==> src/include/wrb_config.svh <==
`ifndef WRB_CONFIG_SVH
`define WRB_CONFIG_SVH

// Number of message slots in the bank
`define WRB_CAPACITY 16

// Transaction ID width
// The ID sits in the low bits of every message
`define WRB_ID_WIDTH 2

// Message width including the ID field
`define WRB_MSG_WIDTH 16

// One queue per ID
`define WRB_NUM_IDS (1 << `WRB_ID_WIDTH)

`endif
==> src/hdl/wrb_pkg.sv <==
`default_nettype none

`include "wrb_config.svh"

package wrb_pkg;

  localparam int unsigned BankAddrWidth = $clog2(`WRB_CAPACITY);

  // Slot index, shared by the message RAM and the link RAM
  typedef logic [BankAddrWidth-1:0] bank_addr_t;

  // Transaction ID
  typedef logic [`WRB_ID_WIDTH-1:0] id_t;

  // Stored message, ID in the low bits
  typedef logic [`WRB_MSG_WIDTH-1:0] msg_t;

  // One bit per slot
  typedef logic [`WRB_CAPACITY-1:0] slot_vec_t;

  // One bit per ID
  typedef logic [`WRB_NUM_IDS-1:0] id_vec_t;

endpackage

`default_nettype wire

==> src/hdl/wrb_bank.sv <==
`default_nettype none

`include "wrb_config.svh"

module wrb_bank
  import wrb_pkg::*;
(
  input  wire            clk_i,
  input  wire            rst_ni,
  input  wire id_vec_t   rsv_id_onehot_i,
  input  wire            rsv_ready_i,
  output logic           rsv_valid_o,
  output bank_addr_t     rsv_addr_o,
  input  wire msg_t      in_data_i,
  input  wire            in_valid_i,
  output logic           in_ready_o,
  input  wire slot_vec_t release_en_i,
  input  wire            out_ready_i,
  output logic           out_valid_o,
  output msg_t           out_data_o,
  output slot_vec_t      released_onehot_o
);

  localparam int NumIds = `WRB_NUM_IDS;

  logic       rsv_fire;
  logic       in_fire;
  logic       out_fire;
  id_t        in_id;
  id_vec_t    in_id_onehot;
  id_vec_t    has_room;
  id_vec_t    pending;
  id_vec_t    pop_onehot;
  bank_addr_t free_addr;
  logic       any_free;

  logic       q_link_wr_en   [NumIds];
  bank_addr_t q_link_wr_addr [NumIds];
  bank_addr_t q_link_wr_data [NumIds];
  logic       q_link_rd_en   [NumIds];
  bank_addr_t q_link_rd_addr [NumIds];
  bank_addr_t q_fill_addr    [NumIds];
  bank_addr_t candidate_addr [NumIds];
  bank_addr_t pend_count     [NumIds];
  bank_addr_t rsv_count      [NumIds];

  logic       link_wr_en;
  bank_addr_t link_wr_addr;
  bank_addr_t link_wr_data;
  logic       link_rd_en;
  bank_addr_t link_rd_addr;
  bank_addr_t link_rd_data;
  bank_addr_t msg_wr_addr;
  logic       msg_rd_en;
  bank_addr_t msg_rd_addr;

  //////////////////////////////////////////////////////////////////////////
  // Handshakes
  //////////////////////////////////////////////////////////////////////////

  assign in_id        = in_data_i[$bits(id_t)-1:0];
  assign in_id_onehot = id_vec_t'(1) << in_id;

  assign rsv_valid_o = any_free;
  assign rsv_addr_o  = free_addr;
  assign rsv_fire    = rsv_valid_o && rsv_ready_i;
  assign out_fire    = out_valid_o && out_ready_i;

  // Input waits while a release owns the link read port
  assign in_ready_o = has_room[in_id] && !out_fire;
  assign in_fire    = in_valid_i && in_ready_o;

  wrb_slot_allocator i_allocator (
    .clk_i,
    .rst_ni,
    .reserve_i       (rsv_fire),
    .release_i       (out_fire),
    .release_onehot_i(released_onehot_o),
    .free_addr_o     (free_addr),
    .any_free_o      (any_free)
  );

  for (genvar g = 0; g < NumIds; g++) begin : gen_queue
    wrb_id_queue i_queue (
      .clk_i,
      .rst_ni,
      .reserve_i       (rsv_fire && rsv_id_onehot_i[g]),
      .new_addr_i      (free_addr),
      .accept_i        (in_fire && in_id_onehot[g]),
      .pop_i           (pop_onehot[g]),
      .link_rd_data_i  (link_rd_data),
      .link_wr_en_o    (q_link_wr_en[g]),
      .link_wr_addr_o  (q_link_wr_addr[g]),
      .link_wr_data_o  (q_link_wr_data[g]),
      .link_rd_en_o    (q_link_rd_en[g]),
      .link_rd_addr_o  (q_link_rd_addr[g]),
      .fill_addr_o     (q_fill_addr[g]),
      .candidate_addr_o(candidate_addr[g]),
      .pending_count_o (pend_count[g]),
      .reserved_count_o(rsv_count[g])
    );
  end

  always_comb begin
    for (int i = 0; i < NumIds; i++) begin
      has_room[i] = rsv_count[i] != '0;
      pending[i]  = pend_count[i] != '0;
    end
  end

  // At most one queue drives each RAM port in a cycle
  always_comb begin
    link_wr_en   = 1'b0;
    link_wr_addr = '0;
    link_wr_data = '0;
    link_rd_en   = 1'b0;
    link_rd_addr = '0;
    msg_wr_addr  = '0;
    for (int i = 0; i < NumIds; i++) begin
      link_wr_en   = link_wr_en | q_link_wr_en[i];
      link_wr_addr = link_wr_addr | q_link_wr_addr[i];
      link_wr_data = link_wr_data | q_link_wr_data[i];
      link_rd_en   = link_rd_en | q_link_rd_en[i];
      link_rd_addr = link_rd_addr | q_link_rd_addr[i];
      msg_wr_addr  = msg_wr_addr | q_fill_addr[i];
    end
  end

  wrb_release_arbiter i_arbiter (
    .clk_i,
    .rst_ni,
    .release_en_i,
    .candidate_addr_i (candidate_addr),
    .pending_i        (pending),
    .out_ready_i,
    .pop_onehot_o     (pop_onehot),
    .msg_rd_en_o      (msg_rd_en),
    .msg_rd_addr_o    (msg_rd_addr),
    .out_valid_o,
    .released_onehot_o
  );

  //////////////////////////////////////////////////////////////////////////
  // Storage
  //////////////////////////////////////////////////////////////////////////

  wrb_dual_port_ram #(
    .payload_t(msg_t),
    .Depth    (`WRB_CAPACITY)
  ) i_msg_ram (
    .clk_i,
    .wr_en_i  (in_fire),
    .wr_addr_i(msg_wr_addr),
    .wr_data_i(in_data_i),
    .rd_en_i  (msg_rd_en),
    .rd_addr_i(msg_rd_addr),
    .rd_data_o(out_data_o)
  );

  wrb_dual_port_ram #(
    .payload_t(bank_addr_t),
    .Depth    (`WRB_CAPACITY)
  ) i_link_ram (
    .clk_i,
    .wr_en_i  (link_wr_en),
    .wr_addr_i(link_wr_addr),
    .wr_data_i(link_wr_data),
    .rd_en_i  (link_rd_en),
    .rd_addr_i(link_rd_addr),
    .rd_data_o(link_rd_data)
  );

  // Arbiter hold and RAM read data together keep a stalled output steady
  out_hold_a: assert property (@(posedge clk_i) disable iff (!rst_ni)
      out_valid_o && !out_ready_i |=> out_valid_o && $stable(out_data_o));

endmodule

`default_nettype wire

==> src/hdl/wrb_release_arbiter.sv <==
`default_nettype none

`include "wrb_config.svh"

module wrb_release_arbiter
  import wrb_pkg::*;
(
  input  wire             clk_i,
  input  wire             rst_ni,
  input  wire slot_vec_t  release_en_i,
  input  wire bank_addr_t candidate_addr_i [`WRB_NUM_IDS],
  input  wire id_vec_t    pending_i,
  input  wire             out_ready_i,
  output id_vec_t         pop_onehot_o,
  output logic            msg_rd_en_o,
  output bank_addr_t      msg_rd_addr_o,
  output logic            out_valid_o,
  output slot_vec_t       released_onehot_o
);

  localparam int NumIds = `WRB_NUM_IDS;

  id_vec_t   eligible;
  id_vec_t   pick;
  id_vec_t   sel_id_q;
  slot_vec_t sel_slot_q;
  logic      out_valid_q;
  logic      handshake;

  // Eligible when the oldest filled slot of the ID is enabled
  always_comb begin
    for (int i = 0; i < NumIds; i++) begin
      eligible[i] = pending_i[i] && release_en_i[candidate_addr_i[i]];
    end
  end

  // Lowest eligible ID
  assign pick = eligible & (~eligible + id_vec_t'(1));

  always_comb begin
    msg_rd_addr_o = '0;
    for (int i = 0; i < NumIds; i++) begin
      if (pick[i]) begin
        msg_rd_addr_o = msg_rd_addr_o | candidate_addr_i[i];
      end
    end
  end

  assign handshake = out_valid_q && out_ready_i;

  // Selection is frozen while a message waits at the output
  assign msg_rd_en_o = !out_valid_q && (eligible != '0);

  always_ff @(posedge clk_i or negedge rst_ni) begin
    if (!rst_ni) begin
      out_valid_q <= 1'b0;
      sel_id_q    <= '0;
      sel_slot_q  <= '0;
    end else if (msg_rd_en_o) begin
      out_valid_q <= 1'b1;
      sel_id_q    <= pick;
      sel_slot_q  <= slot_vec_t'(1) << msg_rd_addr_o;
    end else if (handshake) begin
      out_valid_q <= 1'b0;
    end
  end

  assign out_valid_o       = out_valid_q;
  assign pop_onehot_o      = handshake ? sel_id_q : '0;
  assign released_onehot_o = handshake ? sel_slot_q : '0;

endmodule

`default_nettype wire

==> src/hdl/wrb_id_queue.sv <==
`default_nettype none

module wrb_id_queue
  import wrb_pkg::*;
(
  input  wire             clk_i,
  input  wire             rst_ni,
  input  wire             reserve_i,
  input  wire bank_addr_t new_addr_i,
  input  wire             accept_i,
  input  wire             pop_i,
  input  wire bank_addr_t link_rd_data_i,
  output logic            link_wr_en_o,
  output bank_addr_t      link_wr_addr_o,
  output bank_addr_t      link_wr_data_o,
  output logic            link_rd_en_o,
  output bank_addr_t      link_rd_addr_o,
  output bank_addr_t      fill_addr_o,
  output bank_addr_t      candidate_addr_o,
  output bank_addr_t      pending_count_o,
  output bank_addr_t      reserved_count_o
);

  // Counters must reach the full capacity when one ID holds every slot
  localparam int CntWidth = $clog2($bits(slot_vec_t) + 1);
  typedef logic [CntWidth-1:0] cnt_t;
  localparam cnt_t MaxOutCount = cnt_t'({$bits(bank_addr_t){1'b1}});

  bank_addr_t head_d;
  bank_addr_t head_q;
  bank_addr_t middle_d;
  bank_addr_t middle_q;
  bank_addr_t middle;
  bank_addr_t tail_d;
  bank_addr_t tail_q;
  bank_addr_t tail;
  logic       middle_from_ram_q;
  logic       tail_from_ram_q;
  cnt_t       rsv_cnt_d;
  cnt_t       rsv_cnt_q;
  cnt_t       pend_cnt_d;
  cnt_t       pend_cnt_q;
  cnt_t       rsv_left;
  logic       empty_box;
  logic       list_live;
  logic       fill_read;
  logic       pop_read;

  //////////////////////////////////////////////////////////////////////////
  // Pointer view
  //////////////////////////////////////////////////////////////////////////

  // Middle and tail take the link RAM output one cycle after a read
  assign middle = middle_from_ram_q ? link_rd_data_i : middle_q;
  assign tail   = tail_from_ram_q ? link_rd_data_i : tail_q;

  assign rsv_left = accept_i ? rsv_cnt_q - 1'b1 : rsv_cnt_q;

  // Empty box: middle has caught up with the head and no empty slot is left
  assign empty_box = (rsv_left == '0);

  // Some slot stays in the list past this cycle's pop
  assign list_live = (rsv_cnt_q != '0) || (pend_cnt_q > cnt_t'(pop_i));

  // A successor is only read once it is already linked
  assign fill_read = accept_i && (rsv_cnt_q > cnt_t'(1));
  assign pop_read  = pop_i && (pend_cnt_q > cnt_t'(1));

  //////////////////////////////////////////////////////////////////////////
  // Next state
  //////////////////////////////////////////////////////////////////////////

  always_comb begin
    head_d     = head_q;
    middle_d   = middle;
    tail_d     = tail;
    rsv_cnt_d  = rsv_cnt_q;
    pend_cnt_d = pend_cnt_q;

    if (reserve_i) begin
      head_d    = new_addr_i;
      rsv_cnt_d = rsv_cnt_d + 1'b1;
      // New slot is the next one to fill
      if (empty_box) begin
        middle_d = new_addr_i;
      end
    end

    if (accept_i) begin
      rsv_cnt_d  = rsv_cnt_d - 1'b1;
      pend_cnt_d = pend_cnt_d + 1'b1;
      // First filled slot becomes the tail
      if (pend_cnt_q == '0) begin
        tail_d = middle;
      end
    end

    if (pop_i) begin
      pend_cnt_d = pend_cnt_d - 1'b1;
    end
  end

  //////////////////////////////////////////////////////////////////////////
  // RAM requests
  //////////////////////////////////////////////////////////////////////////

  // Idle requests are zero so the top level can OR all queues together
  assign link_wr_en_o   = reserve_i && list_live;
  assign link_wr_addr_o = link_wr_en_o ? head_q : '0;
  assign link_wr_data_o = link_wr_en_o ? new_addr_i : '0;
  assign link_rd_en_o   = fill_read || pop_read;
  assign link_rd_addr_o = pop_read ? tail : (fill_read ? middle : '0);
  assign fill_addr_o    = accept_i ? middle : '0;

  assign candidate_addr_o = tail;

  // Saturate so a full bank still reads as nonzero
  assign pending_count_o  = (pend_cnt_q > MaxOutCount) ? '1 : bank_addr_t'(pend_cnt_q);
  assign reserved_count_o = (rsv_cnt_q > MaxOutCount) ? '1 : bank_addr_t'(rsv_cnt_q);

  always_ff @(posedge clk_i or negedge rst_ni) begin
    if (!rst_ni) begin
      head_q            <= '0;
      middle_q          <= '0;
      tail_q            <= '0;
      middle_from_ram_q <= 1'b0;
      tail_from_ram_q   <= 1'b0;
      rsv_cnt_q         <= '0;
      pend_cnt_q        <= '0;
    end else begin
      head_q            <= head_d;
      middle_q          <= middle_d;
      tail_q            <= tail_d;
      middle_from_ram_q <= fill_read;
      tail_from_ram_q   <= pop_read;
      rsv_cnt_q         <= rsv_cnt_d;
      pend_cnt_q        <= pend_cnt_d;
    end
  end

  // Arbiter pops only filled slots and never while a fill shares the link port
  pop_filled_a: assert property (@(posedge clk_i) disable iff (!rst_ni)
      pop_i |-> (pend_cnt_q != '0) && !accept_i);

endmodule

`default_nettype wire

==> src/hdl/wrb_slot_allocator.sv <==
`default_nettype none

module wrb_slot_allocator
  import wrb_pkg::*;
(
  input  wire            clk_i,
  input  wire            rst_ni,
  input  wire            reserve_i,
  input  wire            release_i,
  input  wire slot_vec_t release_onehot_i,
  output bank_addr_t     free_addr_o,
  output logic           any_free_o
);

  localparam int NumSlots = $bits(slot_vec_t);

  slot_vec_t valid_d;
  slot_vec_t valid_q;

  // Priority encoder, lowest free slot wins
  always_comb begin
    free_addr_o = '0;
    for (int i = NumSlots - 1; i >= 0; i--) begin
      if (!valid_q[i]) begin
        free_addr_o = bank_addr_t'(i);
      end
    end
  end

  assign any_free_o = ~&valid_q;

  always_comb begin
    valid_d = valid_q;
    // Released slot goes back to the pool
    if (release_i) begin
      valid_d = valid_d & ~release_onehot_i;
    end
    if (reserve_i) begin
      valid_d[free_addr_o] = 1'b1;
    end
  end

  always_ff @(posedge clk_i or negedge rst_ni) begin
    if (!rst_ni) begin
      valid_q <= '0;
    end else begin
      valid_q <= valid_d;
    end
  end

  // Only a slot handed out earlier can come back
  release_valid_a: assert property (@(posedge clk_i) disable iff (!rst_ni)
      release_i |-> $onehot(release_onehot_i) && ((release_onehot_i & valid_q) != '0));

endmodule

`default_nettype wire

==> src/hdl/wrb_dual_port_ram.sv <==
`default_nettype none

`include "wrb_config.svh"

module wrb_dual_port_ram
  import wrb_pkg::*;
#(
  parameter type         payload_t = msg_t,
  parameter int unsigned Depth     = `WRB_CAPACITY
) (
  input  wire             clk_i,
  input  wire             wr_en_i,
  input  wire bank_addr_t wr_addr_i,
  input  wire payload_t   wr_data_i,
  input  wire             rd_en_i,
  input  wire bank_addr_t rd_addr_i,
  output payload_t        rd_data_o
);

  payload_t mem_q [Depth];

  // Full-width write on the write port
  always_ff @(posedge clk_i) begin
    if (wr_en_i) begin
      mem_q[wr_addr_i] <= wr_data_i;
    end
  end

  // Registered read
  // Data stays put between reads
  always_ff @(posedge clk_i) begin
    if (rd_en_i) begin
      rd_data_o <= mem_q[rd_addr_i];
    end
  end

  // The queues never touch one slot from both ports in the same cycle
  no_same_slot_a: assert property (@(posedge clk_i)
      !(wr_en_i && rd_en_i && (wr_addr_i == rd_addr_i)));

endmodule

`default_nettype wire

==> config.mk <==
export PLATFORM = sky130hd
export DESIGN_NAME = wrb_bank
export DESIGN_NICKNAME = d
export VERILOG_FILES = /design/src/hdl/wrb_pkg.sv /design/src/hdl/wrb_bank.sv /design/src/hdl/wrb_release_arbiter.sv /design/src/hdl/wrb_id_queue.sv /design/src/hdl/wrb_slot_allocator.sv /design/src/hdl/wrb_dual_port_ram.sv
export VERILOG_INCLUDE_DIRS = /design/src /design/src/include
export SDC_FILE = /design/constraint.sdc
export NUM_CORES = 1
export LEC_CHECK = 0
export ABC_AREA = 1
export ABC_CLOCK_PERIOD_IN_PS = 8180
export BUFFER_PORTS_ARGS = -buffer_cell sky130_fd_sc_hd__buf_2
export CAP_MARGIN = 10
export CELL_PAD_IN_SITES_DETAIL_PLACEMENT = 1
export CELL_PAD_IN_SITES_GLOBAL_PLACEMENT = 2
export CORE_ASPECT_RATIO = 1.25
export CORE_MARGIN = 5
export CORE_UTILIZATION = 42
export CTS_CLUSTER_DIAMETER = 40
export DETAILED_ROUTE_END_ITERATION = 10
export PLACE_DENSITY = 0.92
export SLEW_MARGIN = 20
export SYNTH_ARGS = -nofsm -noshare
export SYNTH_HDL_FRONTEND = slang
export SYNTH_HIERARCHICAL = 1
export SYNTH_SLANG_ARGS = --single-unit
==> constraint.sdc <==
create_clock -name clk_i -period 8.18 [get_ports clk_i]
set_input_delay 0.409 -clock clk_i [delete_from_list [all_inputs] [get_ports clk_i]]
set_output_delay 0.409 -clock clk_i [all_outputs]
set_load 0.02 [all_outputs]
# [Word level (Yosys, flattened, before mapping)]
# Memory sizes are Yosys's and may differ from the RTL's. A register that Yosys moved wholly into a read port is not among the register bits.
# Index checks and enable logic that the tools add are counted.
[word_totals] register_bits=133 mem_bits_rw=320 inputBits=41 output_inout_bits=39 mem_count=2
[classes] add_sub_neg=21 order_cmp=27 n_shift=2 mux=114 bitwise_logic=26 reduce_logical=64
[mem_list] name="i_msg_ram.mem_q" depth=16 width=16 read_ports=1 rd_ports_with_merged_regs=1 write_ports=1 line_no="wrb_dual_port_ram.sv:20" rtl="payload_t mem_q [Depth];"
[mem_list] name="i_link_ram.mem_q" depth=16 width=4 read_ports=1 rd_ports_with_merged_regs=1 write_ports=1 line_no="wrb_dual_port_ram.sv:20"
[op_table] cell="$mux 4" count=73
[op_table] cell="$mux 5" count=20
[op_table] cell="$or 4x4->4" count=15
[op_table] cell="$sub 5x1->5 const B" count=12
[op_table] cell="$mux 16" count=3
[op_table] cell="$add 5x1->5 const B" count=8
[op_table] cell="$gt 5x1->1 const B" count=8
[op_table] cell="$gt 5x4->1 const B" count=8
[op_table] cell="$logic_not 5->1" count=8
[op_table] cell="$reduce_bool 4->1" count=9
[op_table] cell="$logic_and 1x1->1" count=30
[op_table] cell="$lt 4x5->1 const B" count=5
[op_table] cell="$gt 5x1->1" count=4
[op_table] cell="$reduce_bool 5->1" count=4
[op_table] cell="$and 16x16->16" count=1
[op_table] cell="$bmux 1 s4" count=4
[op_table] cell="$not 16->16" count=1
[op_table] cell="$or 16x16->16" count=1
[op_table] cell="$reduce_and 16->1" count=1
[op_table] cell="$shl 1x4->16 const A" count=1
[op_table] cell="$mux 1" count=12
[op_table] cell="$logic_or 1x1->1" count=8
[op_table] cell="$or 1x1->1" count=6
[op_table] cell="$add 4x1->4 const B" count=1
[op_table] cell="other kinds (9)" count=11

# [Depth between registers and ports, before layout]
[logic_depth] word_depth=22 mapped_depth=28 ltp_nobuf=24

# [Modules after synthesis]
# The synthesis kept the hierarchy.
[by_module_without_submodules] mod="wrb_dual_port_ram at i_msg_ram" instances=1 cells_each=1074 area_each_um2=11541.1
[by_module_without_submodules] mod="wrb_id_queue" instances=4 cells_each=266 area_each_um2=1813.0
[by_module_without_submodules] mod="wrb_dual_port_ram at i_link_ram" instances=1 cells_each=290 area_each_um2=3006.6
[by_module_without_submodules] mod="wrb_release_arbiter" instances=1 cells_each=329 area_each_um2=2006.9
[by_module_without_submodules] mod="wrb_slot_allocator" instances=1 cells_each=132 area_each_um2=928.4
[by_module_without_submodules] mod="wrb_bank" instances=1 cells_each=66 area_each_um2=354.1

# [Worst setup path before layout]
# No wires, ideal clock.
[synth_path] path_type="flip-flop to flip-flop" from="reg gen_queue[2].i_queue.rsv_cnt_q[0]" to="mem i_msg_ram/mem_q[10][0] (netlist name), enable pin" setup_ns=0.388 t_arrival_ns=3.478 required_time_ns=7.792 setup_slack_ns=4.314 path_stages_with_launch=20 path_cell_list="dfrtp_1 ha_1 inv_1 nor2_1 ha_1 o21bai_1 nand2_1 nor2_1 nand2_1 nor2_1 nor2_2 nand3_2 nor2_1 buf_6 buf_6 o211ai_1 inv_1 or4_1 nand3b_1 nor2_1"
[synth_rtl] element="start: declaration" line_no="wrb_id_queue.sv:40" rtl="cnt_t rsv_cnt_q;"
[synth_rtl] element="start signal: assignment" line_no="wrb_id_queue.sv:136" rtl="rsv_cnt_q <= rsv_cnt_d;"
[synth_rtl] element="end: declaration" line_no="wrb_dual_port_ram.sv:20"

==> impl_metrics.env <==
export IMPL_remaining_drc_errors=0
export IMPL_min_period_over_period=0.690
export IMPL_cts_sink_count=473
export IMPL_final_nets=3133
export IMPL_worst_setup_path_end_kind="register"
export IMPL_skew_ns=0.0364
export IMPL_numCtsBuffers=72
export IMPL_cts_clk_slew_worst_paths_ns=0.06
export IMPL_core_mm2=0.0594
export IMPL_setup_viol=0
export IMPL_avgRoutedWirePerCell_um=19.9
export IMPL_critical_path_slowest_cell="sky130_fd_sc_hd__clkinv_2"
export IMPL_gp_routability_congestion=0.863
export IMPL_crit_type="register to register"
export IMPL_cp_required_ns=8.53
export IMPL_reg2reg_to="i_msg_ram/rd_data_o[6]"
export IMPL_die_area_mm2=0.0648
export IMPL_clockBufferDepth=3
export IMPL_ys_seq_elements=473
export IMPL_clock_latency_ns=0.61
export IMPL_post_dp_hpwl_um=52200
export IMPL_num_fill_cells=7031
export IMPL_routed_via_density=5.25
export IMPL_critical_path_top_delay_family="buffers and inverters"
export IMPL_crit_path_start_kind="register"
export IMPL_hold_violations=0
export IMPL_first_iter_violations=1283
export IMPL_largest_net_degree_at_the_start_of_global_routing=77
export IMPL_global_route_wire_length_before_repair_um=121000
export IMPL_std_cell_rows=100
export IMPL_grt_pass1_vias=22000
export IMPL_port_buffer_count=79
export IMPL_min_delay_start="out_ready_i"
export IMPL_pin_count=80
export IMPL_initial_core_util=0.422
export IMPL_timing_hold_worst_class="primary input to register"
export IMPL_async_reset_ff_frac=0.281
export IMPL_grt_antenna_before_repair=2
export IMPL_worstPathMaxFanout=72
export IMPL_cpMostUsedCell="sky130_fd_sc_hd__nand2_1"
export IMPL_area_growth_syn_to_layout_pct=13.5
export IMPL_cts_post_setup_buffers_inserted=0
export IMPL_die_w_um=229
export IMPL_synth_edf_count=340
export IMPL_overall_via_count_from_detail_route=20300
export IMPL_layout_cells_sized_above_1=0.127
export IMPL_detail_route_antenna_nets=0
export IMPL_worst_slew_margin_rel=0.294
export IMPL_crit_chain="nor2_1 > a21oi_1 > inv_1 > a21oi_1 > o21ai_0 > nand3_1 > nand3_1 > nand2_1 > nand2_1 > inv_1 > nand3_1 > nand3_4 > clkinv_2 > buf_4 > nand2_1 > nand2_1 > nand2_1 > nand3_1 > nand3_1 > nand2_1"
export IMPL_drv_slew=0
export IMPL_run_status="completed"
export IMPL_cp_arrival_ns=6.00
export IMPL_count_of_max_cap_constraint_violations=0
export IMPL_hold_path_depth=2
export IMPL_route_final_wire_length_um=77100
export IMPL_depth_of_the_most_critical_reg_to_reg_path=20
export IMPL_chip_height_um=283
export IMPL_synth_area_mm2=0.0251
export IMPL_synth_yosys_seq_area_share=0.540
export IMPL_ys_dominant_reg_cell="sky130_fd_sc_hd__edfxtp_1"
export IMPL_timing_setup_tns_ns=0
export IMPL_max_freq_ghz=0.177
export IMPL_syn_avg_cell_area_um2=8.49
export IMPL_globalRoute_totalOverflow=0
export IMPL_timing_hold_worst_endpoint="i_arbiter/out_valid_o"
export IMPL_crit_buf_inv=4
export IMPL_drt_pre_antenna_iters=6
export IMPL_tritoncts="built"
export IMPL_final_period_minus_worst_setup_slack_ns=5.65
export IMPL_max_stage_delay_ns=0.90
export IMPL_syn_num_nets=3040
export IMPL_tot_gr_track_use=0.234
export IMPL_syn_inst=2955
export IMPL_cts_root_buffer_cell="sky130_fd_sc_hd__clkbuf_16"
export IMPL_worstMarginPinSlew_ns=1.06
export IMPL_h_tree_depth=3
export IMPL_rsz0062_at_grt="no"
export IMPL_register_to_register_setup_slack_ns=2.53
export IMPL_yosys_warnings=6
export IMPL_synth_distinct_cells=38
export IMPL_critical_path_reg2reg_startpoint="gen_queue[3].i_queue/tail_from_ram_q"
-- timing repair --
action                                 4_1_cts  5_1_grt
endpoints found under the hold margin       66        0
hold buffers                                 1        0
gates resized for setup                      0        0
-- stage by stage --
stage | hold WS, ns | utilization | instances | worst slack (ns) | instance area [um2]
2_1_floorplan | 0.113 | - | 2955 | 4.31 | 25100
3_3_place_gp | 0.450 | 0.440 | 3738 | 2.69 | 26100
3_5_place_dp | 0.458 | 0.440 | 3738 | 2.51 | 26100
4_1_cts | 0.0568 | 0.479 | 3870 | 2.49 | 28500
5_1_grt | 0.0902 | 0.479 | 3871 | 2.04 | 28500
6_report | 0.0912 | 0.479 | 3872 | 2.53 | 28500
-- final cells by class --
cell class              instances  area (um2)  area share
inverters                     484        1840      0.0646
clock buffers                  87        1930      0.0678
multi-input cells            1904        9150       0.321
repair buffers                113         659      0.0232
clock inverters                44         392      0.0138
well taps                     765         957      0.0336
diodes                          2        5.00    0.000176
flip-flops and latches        473       13500       0.475
-- cells in the final DEF, fill, tap and decap left out, types with 36 or more instances in the layout --
cell | Yosys | final
sky130_fd_sc_hd__clkbuf_16 | 0 | 75
sky130_fd_sc_hd__o21bai_1 | 36 | 36
sky130_fd_sc_hd__nand3_1 | 379 | 378
sky130_fd_sc_hd__ha_1 | 44 | 44
sky130_fd_sc_hd__dfrtp_1 | 133 | 133
sky130_fd_sc_hd__inv_1 | 442 | 442
sky130_fd_sc_hd__nand2_1 | 927 | 927
sky130_fd_sc_hd__nor2_1 | 204 | 188
sky130_fd_sc_hd__buf_2 | 35 | 78
sky130_fd_sc_hd__nor2_2 | 23 | 37
sky130_fd_sc_hd__o21ai_0 | 78 | 78
sky130_fd_sc_hd__edfxtp_1 | 340 | 340
-- worst max path at each step --
stage	start	to	slack, ns	cells after the start
after CTS	gen_queue[0].i_queue/tail_from_ram_q	i_msg_ram/rd_data_o[6]	2.49	20
after global routing	gen_queue[3].i_queue/tail_from_ram_q	i_msg_ram/rd_data_o[9]	2.04	20
after global placement	i_link_ram/rd_data_o[0]	i_msg_ram/rd_data_o[14]	2.69	20
after detailed placement	i_link_ram/rd_data_o[0]	i_msg_ram/rd_data_o[14]	2.51	20
after floorplan	gen_queue[2].i_queue/rsv_cnt_q[0]	i_msg_ram/mem_q[10][0]	4.31	19
final	gen_queue[3].i_queue/tail_from_ram_q	i_msg_ram/rd_data_o[6]	2.53	20
-- metal layers --
metal  wire length, um  up-vias  global-route usage  part of all wire
met5                 0        -                   0                 0
met4              2860        0              0.0950             0.037
met3              2900      151              0.0290             0.038
met2             40800      418               0.438              0.53
met1             30600    10100               0.271              0.40
li1                  -     9678                   -                 -
-- cell families after synthesis --
group | count (synthesis) | synth area share
XOR/XNOR | 8 | 0.00279
flip-flops | 473 | 0.540
buffers and inverters | 578 | 0.0987
AO/OA/AOI/OAI | 197 | 0.0491
AND/OR/NAND/NOR | 1651 | 0.286
multiplexers | 4 | 0.00160
adder cells (fa/ha/maj) | 44 | 0.0219
-- synthesized netlist by cell type, types with 2 or more instances --
| library cell | instances | area (um2) |
|---|---|---|
| sky130_fd_sc_hd__a21oi_1 | 32 | 160 |
| sky130_fd_sc_hd__a21oi_2 | 6 | 52.6 |
| sky130_fd_sc_hd__a21oi_4 | 5 | 81.3 |
| sky130_fd_sc_hd__buf_2 | 35 | 175 |
| sky130_fd_sc_hd__buf_4 | 23 | 173 |
| sky130_fd_sc_hd__buf_6 | 21 | 236 |
| sky130_fd_sc_hd__clkbuf_1 | 14 | 52.6 |
| sky130_fd_sc_hd__clkinv_1 | 5 | 18.8 |
| sky130_fd_sc_hd__dfrtp_1 | 133 | 3330 |
| sky130_fd_sc_hd__edfxtp_1 | 340 | 10200 |
| sky130_fd_sc_hd__ha_1 | 44 | 551 |
| sky130_fd_sc_hd__inv_1 | 442 | 1660 |
| sky130_fd_sc_hd__inv_2 | 31 | 116 |
| sky130_fd_sc_hd__inv_4 | 4 | 25.0 |
| sky130_fd_sc_hd__inv_6 | 2 | 17.5 |
| sky130_fd_sc_hd__mux2i_1 | 4 | 40.0 |
| sky130_fd_sc_hd__nand2_1 | 927 | 3480 |
| sky130_fd_sc_hd__nand2_2 | 33 | 206 |
| sky130_fd_sc_hd__nand2_4 | 4 | 45.0 |
| sky130_fd_sc_hd__nand3_1 | 379 | 1900 |
| sky130_fd_sc_hd__nand3_2 | 18 | 180 |
| sky130_fd_sc_hd__nand3b_1 | 6 | 45.0 |
| sky130_fd_sc_hd__nand4_1 | 11 | 68.8 |
| sky130_fd_sc_hd__nor2_1 | 204 | 766 |
| sky130_fd_sc_hd__nor2_2 | 23 | 144 |
| sky130_fd_sc_hd__nor2_4 | 8 | 90.1 |
| sky130_fd_sc_hd__nor3_1 | 14 | 70.1 |
| sky130_fd_sc_hd__o211ai_1 | 16 | 120 |
| sky130_fd_sc_hd__o21ai_0 | 78 | 390 |
| sky130_fd_sc_hd__o21ai_1 | 15 | 75.1 |
| sky130_fd_sc_hd__o21ai_2 | 8 | 70.1 |
| sky130_fd_sc_hd__o21bai_1 | 36 | 270 |
| sky130_fd_sc_hd__or4_1 | 22 | 165 |
| sky130_fd_sc_hd__xor2_1 | 8 | 70.1 |
-- flip-flops by register name, indices dropped and copies added, names as in the netlist --
name,cells
i_arbiter/out_valid_o,1
gen_queue.i_queue/rsv_cnt_q,20
gen_queue.i_queue/tail_q,16
gen_queue.i_queue/tail_from_ram_q,4
i_arbiter/sel_slot_q,16
gen_queue.i_queue/middle_from_ram_q,4
i_msg_ram/rd_data_o,16
gen_queue.i_queue/pend_cnt_q,20
i_msg_ram/mem_q,256
i_link_ram/rd_data_o,4
gen_queue.i_queue/head_q,16
i_arbiter/sel_id_q,4
gen_queue.i_queue/middle_q,16
i_allocator/valid_q,16
i_link_ram/mem_q,64
Power is not shown: default switching activity piles up to over one toggle a cycle in this logic, so the estimate is an artifact.
